### src/hdl/csi_rx_consts.svh
// shared constants of the single-lane CSI-2 receiver
// addresses are 2 bits wide, only two of the four are decoded
`ifndef CSI_RX_CONSTS_SVH
`define CSI_RX_CONSTS_SVH

//----------------------------------------------------------------------
// protocol
//----------------------------------------------------------------------
`define CSI_SYNC_BYTE       8'hB8  // start-of-transmission sync pattern
`define CSI_SHORT_DT_MAX    6'h10  // data types below this are short packets

//----------------------------------------------------------------------
// register map
//----------------------------------------------------------------------
`define CSI_REG_CTRL        2'd0   // bit 0 enable, bit 1 invert
`define CSI_REG_PKT_COUNT   2'd1   // low byte of packet count, write clears

`endif

### src/hdl/csi_rx_pkg.sv
// types shared by aligner, parser and top level
// header bytes arrive low byte first: data_id, wc lsb, wc msb, ecc
package csi_rx_pkg;

   // data identifier, virtual channel on top
   typedef struct packed {
      logic [1:0] vc;
      logic [5:0] dt;
   } csi_data_id_t;

   // long packet view, 16-bit field is the payload byte count
   typedef struct packed {
      logic [7:0]   ecc;
      logic [15:0]  word_count;
      csi_data_id_t data_id;
   } csi_long_hdr_t;

   // short packet view, 16-bit field is frame or line number
   typedef struct packed {
      logic [7:0]   ecc;
      logic [15:0]  frame_line_number;
      csi_data_id_t data_id;
   } csi_short_hdr_t;

   typedef union packed {
      csi_long_hdr_t  long_view;
      csi_short_hdr_t short_view;
   } csi_header_t;

   typedef enum logic {ALIGN_HUNT, ALIGN_LOCKED} align_state_t;

   typedef enum logic [1:0] {
      PARSE_IDLE, PARSE_HEADER, PARSE_PAYLOAD, PARSE_CHECKSUM
   } parse_state_t;

endpackage

### src/hdl/csi_lane_if.sv
// aligned byte stream from sync aligner to packet parser
// no back-pressure, the sink must take every data_valid pulse
`timescale 1ns/1ps

interface csi_lane_if;

   logic [7:0] data;        // aligned byte
   logic       data_valid;  // one pulse per byte
   logic       sot;         // single pulse when the aligner locks
   logic       locked;      // level, high for the rest of the burst

   modport source (
      output data, data_valid, sot, locked
   );

   modport sink (
      input data, data_valid, sot, locked
   );

endinterface

### src/hdl/csi_rx_regs.sv
// control register and packet counter
// count saturates at ffff, only its low byte is readable
`timescale 1ns/1ps
`include "csi_rx_consts.svh"

module csi_rx_regs (
   input  logic       bit_clock,
   input  logic       rst_n,
   input  logic       reg_write,
   input  logic [1:0] reg_addr,
   input  logic [7:0] reg_wdata,
   input  logic       packet_done,  // one pulse per finished packet
   output logic [7:0] reg_rdata,
   output logic       rx_enable,
   output logic       invert
);

   logic [1:0]  ctrl_q;   // [1] invert, [0] enable
   logic [15:0] count_q;

   //----------------------------------------------------------------------
   // write side
   //----------------------------------------------------------------------
   always_ff @(posedge bit_clock or negedge rst_n) begin
      if (!rst_n) begin
         ctrl_q  <= 2'b00;      // receiver off after reset
         count_q <= 16'd0;
      end else begin
         if (reg_write && reg_addr == `CSI_REG_CTRL)
            ctrl_q <= reg_wdata[1:0];
         // clear wins over a packet ending in the same cycle
         if (reg_write && reg_addr == `CSI_REG_PKT_COUNT)
            count_q <= 16'd0;
         else if (packet_done && count_q != 16'hFFFF)
            count_q <= count_q + 16'd1;
      end
   end

   assign rx_enable = ctrl_q[0];
   assign invert    = ctrl_q[1];

   // read mux, unmapped addresses return zero
   always_comb begin
      unique case (reg_addr)
         `CSI_REG_CTRL:      reg_rdata = {6'd0, ctrl_q};
         `CSI_REG_PKT_COUNT: reg_rdata = count_q[7:0];
         default:            reg_rdata = 8'h00;
      endcase
   end

endmodule

### src/hdl/csi_lane_deser.sv
// single-rate serial to byte shifter, one bit per bit_clock, lsb first
// byte boundaries are arbitrary, the sync aligner fixes them later
`timescale 1ns/1ps

module csi_lane_deser (
   input  logic       bit_clock,
   input  logic       rst_n,
   input  logic       rx_enable,
   input  logic       invert,      // set when the lane pair is swapped
   input  logic       serial_in,
   output logic [7:0] byte_data,   // 8 newest bits, newest in msb
   output logic       byte_valid   // pulse every 8th enabled cycle
);

   logic [2:0] phase_q;  // bit position inside current byte
   logic [7:0] shift_q;

   always_ff @(posedge bit_clock or negedge rst_n) begin
      if (!rst_n) begin
         phase_q    <= 3'd0;
         shift_q    <= 8'h00;
         byte_valid <= 1'b0;
      end else if (rx_enable) begin
         phase_q    <= phase_q + 3'd1;               // wraps every 8 bits
         shift_q    <= {serial_in, shift_q[7:1]};    // newest bit enters at msb
         byte_valid <= (phase_q == 3'd7);            // strobe on wrap
      end else begin
         // disabled: counter parked, no strobe
         phase_q    <= 3'd0;
         byte_valid <= 1'b0;
      end
   end

   // polarity fix on the parallel side, same effect as on the wire
   assign byte_data = invert ? ~shift_q : shift_q;

endmodule

### src/hdl/csi_sync_aligner.sv
// hunts the sync byte over 8 bit offsets of a 16-bit window
// lock holds until lane_active drops, sync byte itself is not forwarded
`timescale 1ns/1ps
`include "csi_rx_consts.svh"

module csi_sync_aligner (
   input  logic       bit_clock,
   input  logic       rst_n,
   input  logic       lane_active,  // high for the whole hs burst
   input  logic [7:0] byte_data,
   input  logic       byte_valid,
   csi_lane_if.source lane
);

   csi_rx_pkg::align_state_t state_q;

   logic [7:0]  prev_q;       // byte before the current one
   logic [15:0] window;       // older byte in the low half
   logic [2:0]  offset_q;     // locked bit offset
   logic [2:0]  hit_offset;
   logic        hit;
   logic [7:0]  data_q;
   logic        data_valid_q;
   logic        sot_q;

   assign window = {byte_data, prev_q};

   //----------------------------------------------------------------------
   // sync search, lowest offset is the earliest in time and wins
   //----------------------------------------------------------------------
   always_comb begin
      hit        = 1'b0;
      hit_offset = 3'd0;
      for (int i = 7; i >= 0; i--) begin
         if (window[i +: 8] == `CSI_SYNC_BYTE) begin
            hit        = 1'b1;
            hit_offset = 3'(i);
         end
      end
   end

   //----------------------------------------------------------------------
   // hunt / lock control
   //----------------------------------------------------------------------
   always_ff @(posedge bit_clock or negedge rst_n) begin
      if (!rst_n) begin
         state_q      <= csi_rx_pkg::ALIGN_HUNT;
         prev_q       <= 8'h00;
         offset_q     <= 3'd0;
         data_valid_q <= 1'b0;
         sot_q        <= 1'b0;
      end else begin
         sot_q        <= 1'b0;                     // pulses by default
         data_valid_q <= 1'b0;
         if (!lane_active) begin
            state_q <= csi_rx_pkg::ALIGN_HUNT;   // burst over, forget the offset
            prev_q  <= 8'h00;                    // no stale bits in the next hunt
         end else if (byte_valid) begin
            prev_q <= byte_data;
            if (state_q == csi_rx_pkg::ALIGN_HUNT) begin
               if (hit) begin
                  state_q  <= csi_rx_pkg::ALIGN_LOCKED;
                  offset_q <= hit_offset;
                  sot_q    <= 1'b1;
               end
            end else begin
               data_valid_q <= 1'b1;
            end
         end
      end
   end

   // aligned byte extract
   always_ff @(posedge bit_clock) begin
      if (byte_valid && state_q == csi_rx_pkg::ALIGN_LOCKED)
         data_q <= window[offset_q +: 8];
   end

   assign lane.data       = data_q;
   assign lane.data_valid = data_valid_q;
   assign lane.sot        = sot_q;
   assign lane.locked     = (state_q == csi_rx_pkg::ALIGN_LOCKED);

endmodule

### src/hdl/csi_packet_parser.sv
// csi-2 packet header decode and payload forwarding
// ecc is captured but not checked, checksum bytes are dropped unchecked
`timescale 1ns/1ps
`include "csi_rx_consts.svh"

module csi_packet_parser (
   input  logic                    bit_clock,
   input  logic                    rst_n,
   csi_lane_if.sink                lane,
   output logic                    header_valid,   // one cycle after 4th header byte
   output csi_rx_pkg::csi_header_t header,
   output logic                    short_packet,   // level, valid with header_valid
   output logic [7:0]              payload_data,
   output logic                    payload_valid,
   output logic                    packet_done     // end of every complete packet
);

   csi_rx_pkg::parse_state_t state_q;
   csi_rx_pkg::csi_header_t  hdr_q;
   csi_rx_pkg::csi_header_t  next_hdr;

   logic [1:0]  cnt_q;        // header or checksum byte index
   logic [15:0] remaining_q;  // payload bytes still due
   logic        is_short;
   logic        take;

   // header shifts in from the top, first byte ends in [7:0]
   assign next_hdr = {lane.data, hdr_q[31:8]};
   assign is_short = next_hdr.short_view.data_id.dt < `CSI_SHORT_DT_MAX;
   assign take     = lane.data_valid && lane.locked;

   //----------------------------------------------------------------------
   // packet FSM
   //----------------------------------------------------------------------
   always_ff @(posedge bit_clock or negedge rst_n) begin
      if (!rst_n) begin
         state_q       <= csi_rx_pkg::PARSE_IDLE;
         cnt_q         <= 2'd0;
         remaining_q   <= 16'd0;
         short_packet  <= 1'b0;
         header_valid  <= 1'b0;
         payload_valid <= 1'b0;
         packet_done   <= 1'b0;
      end else begin
         header_valid  <= 1'b0;
         payload_valid <= 1'b0;
         packet_done   <= 1'b0;
         if (!lane.locked) begin
            state_q <= csi_rx_pkg::PARSE_IDLE;   // lock lost, abort silently
         end else begin
            unique case (state_q)
               csi_rx_pkg::PARSE_IDLE: begin
                  cnt_q <= 2'd0;
                  if (lane.sot) state_q <= csi_rx_pkg::PARSE_HEADER;
               end
               csi_rx_pkg::PARSE_HEADER: if (take) begin
                  cnt_q <= cnt_q + 2'd1;
                  if (cnt_q == 2'd3) begin              // ecc byte closes the header
                     header_valid <= 1'b1;
                     short_packet <= is_short;
                     remaining_q  <= next_hdr.long_view.word_count;
                     cnt_q        <= 2'd0;
                     if (is_short) begin
                        packet_done <= 1'b1;
                        state_q     <= csi_rx_pkg::PARSE_IDLE;
                     end else if (next_hdr.long_view.word_count == 16'd0) begin
                        state_q <= csi_rx_pkg::PARSE_CHECKSUM;
                     end else begin
                        state_q <= csi_rx_pkg::PARSE_PAYLOAD;
                     end
                  end
               end
               csi_rx_pkg::PARSE_PAYLOAD: if (take) begin
                  payload_valid <= 1'b1;
                  remaining_q   <= remaining_q - 16'd1;
                  if (remaining_q == 16'd1) state_q <= csi_rx_pkg::PARSE_CHECKSUM;
               end
               csi_rx_pkg::PARSE_CHECKSUM: if (take) begin
                  cnt_q <= cnt_q + 2'd1;
                  if (cnt_q == 2'd1) begin              // second crc byte
                     packet_done <= 1'b1;
                     state_q     <= csi_rx_pkg::PARSE_IDLE;
                  end
               end
               default: state_q <= csi_rx_pkg::PARSE_IDLE;
            endcase
         end
      end
   end

   // payload side, no reset needed
   always_ff @(posedge bit_clock) begin
      if (take && state_q == csi_rx_pkg::PARSE_HEADER) hdr_q <= next_hdr;
      if (take && state_q == csi_rx_pkg::PARSE_PAYLOAD) payload_data <= lane.data;
   end

   assign header = hdr_q;

endmodule

### src/hdl/csi_rx_top.sv
// single-lane csi-2 receiver, one clock domain at bit rate
// receiver stays off until enable is written to the control register
`timescale 1ns/1ps

module csi_rx_top (
   input  logic        bit_clock,
   input  logic        rst_n,
   input  logic        serial_in,
   input  logic        lane_active,
   input  logic        reg_write,
   input  logic [1:0]  reg_addr,
   input  logic [7:0]  reg_wdata,
   output logic [7:0]  reg_rdata,
   output logic        header_valid,
   output logic [7:0]  data_id,
   output logic [15:0] header_field,   // word count or frame/line number
   output logic        short_packet,
   output logic [7:0]  payload_data,
   output logic        payload_valid
);

   logic                    rx_enable;
   logic                    invert;
   logic                    packet_done;
   logic [7:0]              byte_data;
   logic                    byte_valid;
   csi_rx_pkg::csi_header_t header;

   csi_lane_if lane_bus ();

   csi_rx_regs i_regs (
      .bit_clock, .rst_n, .reg_write, .reg_addr, .reg_wdata,
      .packet_done, .reg_rdata, .rx_enable, .invert
   );

   csi_lane_deser i_deser (
      .bit_clock, .rst_n, .rx_enable, .invert, .serial_in,
      .byte_data, .byte_valid
   );

   csi_sync_aligner i_aligner (
      .bit_clock, .rst_n, .lane_active, .byte_data, .byte_valid,
      .lane (lane_bus.source)
   );

   csi_packet_parser i_parser (
      .bit_clock, .rst_n, .lane (lane_bus.sink),
      .header_valid, .header, .short_packet,
      .payload_data, .payload_valid, .packet_done
   );

   // same bits in both header views
   assign data_id      = header.long_view.data_id;
   assign header_field = header.long_view.word_count;

endmodule

### config.mk
export PLATFORM = sky130hd
export DESIGN_NAME = csi_rx_top
export DESIGN_NICKNAME = d
export VERILOG_FILES = /design/src/hdl/csi_rx_pkg.sv /design/src/hdl/csi_lane_if.sv /design/src/hdl/csi_rx_regs.sv /design/src/hdl/csi_lane_deser.sv /design/src/hdl/csi_sync_aligner.sv /design/src/hdl/csi_packet_parser.sv /design/src/hdl/csi_rx_top.sv
export VERILOG_INCLUDE_DIRS = /design/src /design/src/hdl
export SDC_FILE = /design/constraint.sdc
export NUM_CORES = 1
export LEC_CHECK = 0
export ABC_AREA = 1
export BUFFER_PORTS_ARGS = -buffer_cell sky130_fd_sc_hd__buf_4
export CAP_MARGIN = 20
export CELL_PAD_IN_SITES_DETAIL_PLACEMENT = 1
export CELL_PAD_IN_SITES_GLOBAL_PLACEMENT = 1
export CORE_UTILIZATION = 49
export CTS_CLUSTER_DIAMETER = 80
export DETAILED_ROUTE_END_ITERATION = 7
export PLACE_DENSITY = 0.84
export SLEW_MARGIN = 20
export SYNTH_ARGS = -nofsm -noshare
export SYNTH_HDL_FRONTEND = slang
export SYNTH_SLANG_ARGS = --single-unit
### constraint.sdc
create_clock -name bit_clock -period 3.6 [get_ports bit_clock]
set_input_delay 0.18 -clock bit_clock [delete_from_list [all_inputs] [get_ports bit_clock]]
set_output_delay 0.18 -clock bit_clock [all_outputs]
set_load 0.005 [all_outputs]
==> flow_metrics.py <==
metrics = {
    "run_status": {
        "outcome": "finished, violations left",
        "failed_checks": "DRC",
    },
    "route": {
        "vias": 4920,
        "via_per_inst": 5.629,
        "routed_wl_um": 16060,
        "drt_iter0_markers": 322,
        "drt_pre_antenna_iters": 6,
        "antenna_violating_nets_post_route": 0,
        "drc": 3,
        "avgRoutedWirePerCell_um": 18.37,
    },
    "floorplan": {
        "floorplan.die.height_um": 112.3,
        "core-area_um2": 11610,
        "die_w_um": 112.3,
        "die-area_um2": 12610,
        "placementRows": 39,
        "floorplan.io_pins": 58,
        "initial_cell_density_of_the_core_pct": 51.34,
    },
    "finish": {
        "final_cell_mix": "sky130_fd_sc_hd__nand2_1 (165), sky130_fd_sc_hd__nor2_1 (76), sky130_fd_sc_hd__inv_1 (68), sky130_fd_sc_hd__dfrtp_1 (68), sky130_fd_sc_hd__o21ai_0 (66)",
        "area_delta_synth_final_pct": 14.31,
        "fillers": 1347,
        "layout.nets": 740,
        "multiInputGateArea_um2": 2248,
        "commonest_non_fill_non_tap_cell_in_the_layout": "sky130_fd_sc_hd__nand2_1",
        "antennaDiodeCount": 0,
        "post_route_cells_drive_above_1_share_pct": 15.46,
        "regArea_um2": 3143,
    },
    "power_and_ir_drop": {
        "p_switching_uw": 948.4,
        "pwr-share-seq_pct": 42.8,
        "p_total_uw": 3502,
        "max-vdd-ir-drop_uv": 322.7,
        "power.share.combinational_pct": 11.8,
        "p_int_uw": 2554,
        "powerDensity_nw_per_um2": 513.9,
        "share_clk_of_total_power_pct": 45.4,
        "switching_share_pct": 27.08,
        "p_leak_uw": 0.003036,
    },
    "synthesis": {
        "synth_seq_cells": 116,
        "ys_seq_area_share_pct": 52.72,
        "synth_fp_nets": 709,
        "synth_area_um2": 5962,
        "synthesis.area_per_instance_um2": 8.678,
        "synth.distinct_cells": 42,
        "synth-warning-count": 0,
        "syn-instance-count": 687,
    },
    "sta": {
        "sum_of_negative_setup_slack_ps": 0,
        "clock.fmax_mhz": 388.0,
        "maxSlewViolCount": 0,
        "finalHoldViolCount": 0,
        "hold_ws_ps": 26.31,
        "timing.slew.headroom_pct": 39.55,
        "slew_at_the_pin_closest_to_its_max_slew_limit_ps": 906.8,
        "setup-violations-final": 0,
        "layout_worst_path_cycle_share_pct": 71.59,
        "grt_setup_unrepaired": "false",
        "minimum_clock_period_ps": 2577,
        "timing.clock.skew_ps": 5.973,
        "setup_slack_ps": 1023,
    },
    "global_route": {
        "first_global_vias": 5288,
        "largest_net_degree_at_the_start_of_global_routing": 69,
        "grt_antenna_before_repair": 0,
        "overflow": 0,
        "global_route_wire_length_before_repair_um": 26510,
        "global_route.usage.total_pct": 27.30,
    },
    "run": {
        "max_cap_viol_count": 0,
    },
    "clock_network": {
        "ctsResizeCount": 0,
        "cts_max_path_buffers": 2,
        "tritoncts": "done",
        "h-tree-depth": 4,
        "numCtsBuffers": 17,
        "clkSinkCount": 116,
        "postCtsSetupRepairBufs": 0,
        "root_buffer": "sky130_fd_sc_hd__clkbuf_16",
        "insertion_delay_ps": 420,
        "clk_pin_slew_worst_paths_ps": 50,
    },
    "setup_path": {
        "timing.critical_path.fanout_max": 23,
        "cp_slowest_stage_delay_ps": 630,
        "required_ps": 3880,
        "worst_ep_arrival_time_ps": 2860,
        "crit_chain": "inv_2 > nand2_1 > inv_1 > nand2_1 > nand2_1 > o21ai_0 > nor2_1",
        "critical-path-slowest-cell": "sky130_fd_sc_hd__nand2_1",
        "timing.critical_path.from_type": "register",
        "criticalPathCategory": "reg -> reg",
        "worst_path_most_repeated_cell": "sky130_fd_sc_hd__nand2_1",
        "endpoint_kind": "register",
    },
    "placed_design": {
        "placement.io_buffers": 51,
        "final_hpwl_dp_um": 10820,
        "place_congestion": 0.9421,
        "dpl_worst_slack_ps": 1139,
    },
    "min_path": {
        "holdCritPathClass": "in -> reg",
    },
}
[critical path, delay by kind of cell, from the launching register on]
kind	cells	cell delay, ps
simple gates	4	1050
buf+inv	2	700
flops	1	500
compound gates	1	190
[registers in the layout, indices dropped and copies added (netlist names), 2 cells and up]
signal,cells
i_parser.header,32
i_parser.remaining_q,16
i_regs.count_q,16
i_aligner.lane.data,8
i_aligner.prev_q,8
i_deser.shift_q,8
i_parser.payload_data,8
i_aligner.offset_q,3
i_deser.phase_q,3
i_parser.cnt_q,2
i_parser.state_q,2
i_regs.ctrl_q,2
[Yosys cell counts (all sizes together)]
master     n  area [um^2]
nand4      8        50.05
nor3      15        96.35
mux2i      2        20.02
o21a       1        7.510
o31ai      1        7.510
a32oi      1        8.760
dfrtp     68         1702
nor2      81        324.1
o211ai     2        20.02
clkbuf     8        30.03
nand3b     3        22.52
o22ai     14        100.1
o2111ai    1        8.760
edfxtp    48         1441
buf       35        265.2
o21ai     78        409.1
a21oi     20        100.1
ha         7        87.58
a22oi      3        22.52
clkinv     1        3.750
nor4       3        18.77
or2        1        6.260
nand3     29        160.2
inv       73        274.0
xnor2      1        8.760
xor2      10        87.58
nand2    173        679.4
[through the flow]
stage | std cells | utilization [%] | cell area, um^2
after global placement | 840 | 53.78 | 6246
after CTS | 874 | 58.68 | 6815
final | 874 | 58.68 | 6815
after global routing | 874 | 58.68 | 6815
after floorplan | 687 | - | 5962
after detailed placement | 840 | 53.78 | 6246
[final cells by class]
class / instances / share of cell area, %
Clock buffer: 19 / 6.352
Clock inverter: 13 / 1.707
Inverter: 74 / 4.076
Multi-Input combinational cell: 454 / 32.99
Sequential cell: 116 / 46.12
Tap cell: 143 / 2.625
Timing Repair Buffer: 55 / 6.132
[cell families (layout without fill, tap and decap cells)]
group | count (synthesis) | in the layout | share of synthesized area, %
XOR/XNOR | 11 | 11 | 1.616
AO/OA/AOI/OAI | 121 | 121 | 11.48
buffers and inverters | 117 | 161 | 9.611
adder cells (fa/ha/maj) | 7 | 7 | 1.469
AND/OR/NAND/NOR | 313 | 313 | 22.77
multiplexers | 2 | 2 | 0.3358
flip-flops | 116 | 116 | 52.72
[layer usage]
metal,global-route usage [%],part of all wire (%)
met2,49.77,55
met5,0,0
met4,12.71,2.6
met1,30.05,40
met3,6.479,3.0
[repair_timing]
| item | CTS | global route |
|---|---|---|
| hold endpoints to repair | 69 | 0 |
| endpoints found under the setup margin | 0 | 0 |
| hold buffers | 2 | 0 |
[path summary, 6_finish.rpt]
kind	startpoint	to	slack, ps	cells past startpoint
setup / recovery	i_parser.state_q[0]	i_parser.state_q[1]	1020	7
hold / removal	reg_wdata[0]	i_regs.ctrl_q[0]	30	3
setup reg to reg	i_parser.state_q[0]	i_parser.state_q[1]	1020	7
hold reg to reg	i_aligner.lane.data[6]	i_parser.header[30]	440	0
max in group asynchronous	rst_n	i_aligner.prev_q[1]	2560	2
min in group asynchronous	rst_n	i_regs.count_q[5]	420	2
[power by group through the flow]
stage | logic, uW | clock network, uW | registers [uW]
floorplan | 307 | 0 | 1490
detailed placement | 406 | 0 | 1520
global route | 469 | 1660 | 1510
global placement | 385 | 0 | 1510
finish | 413 | 1590 | 1500
CTS | 415 | 1610 | 1500
Power figures use the tool's default switching activity.
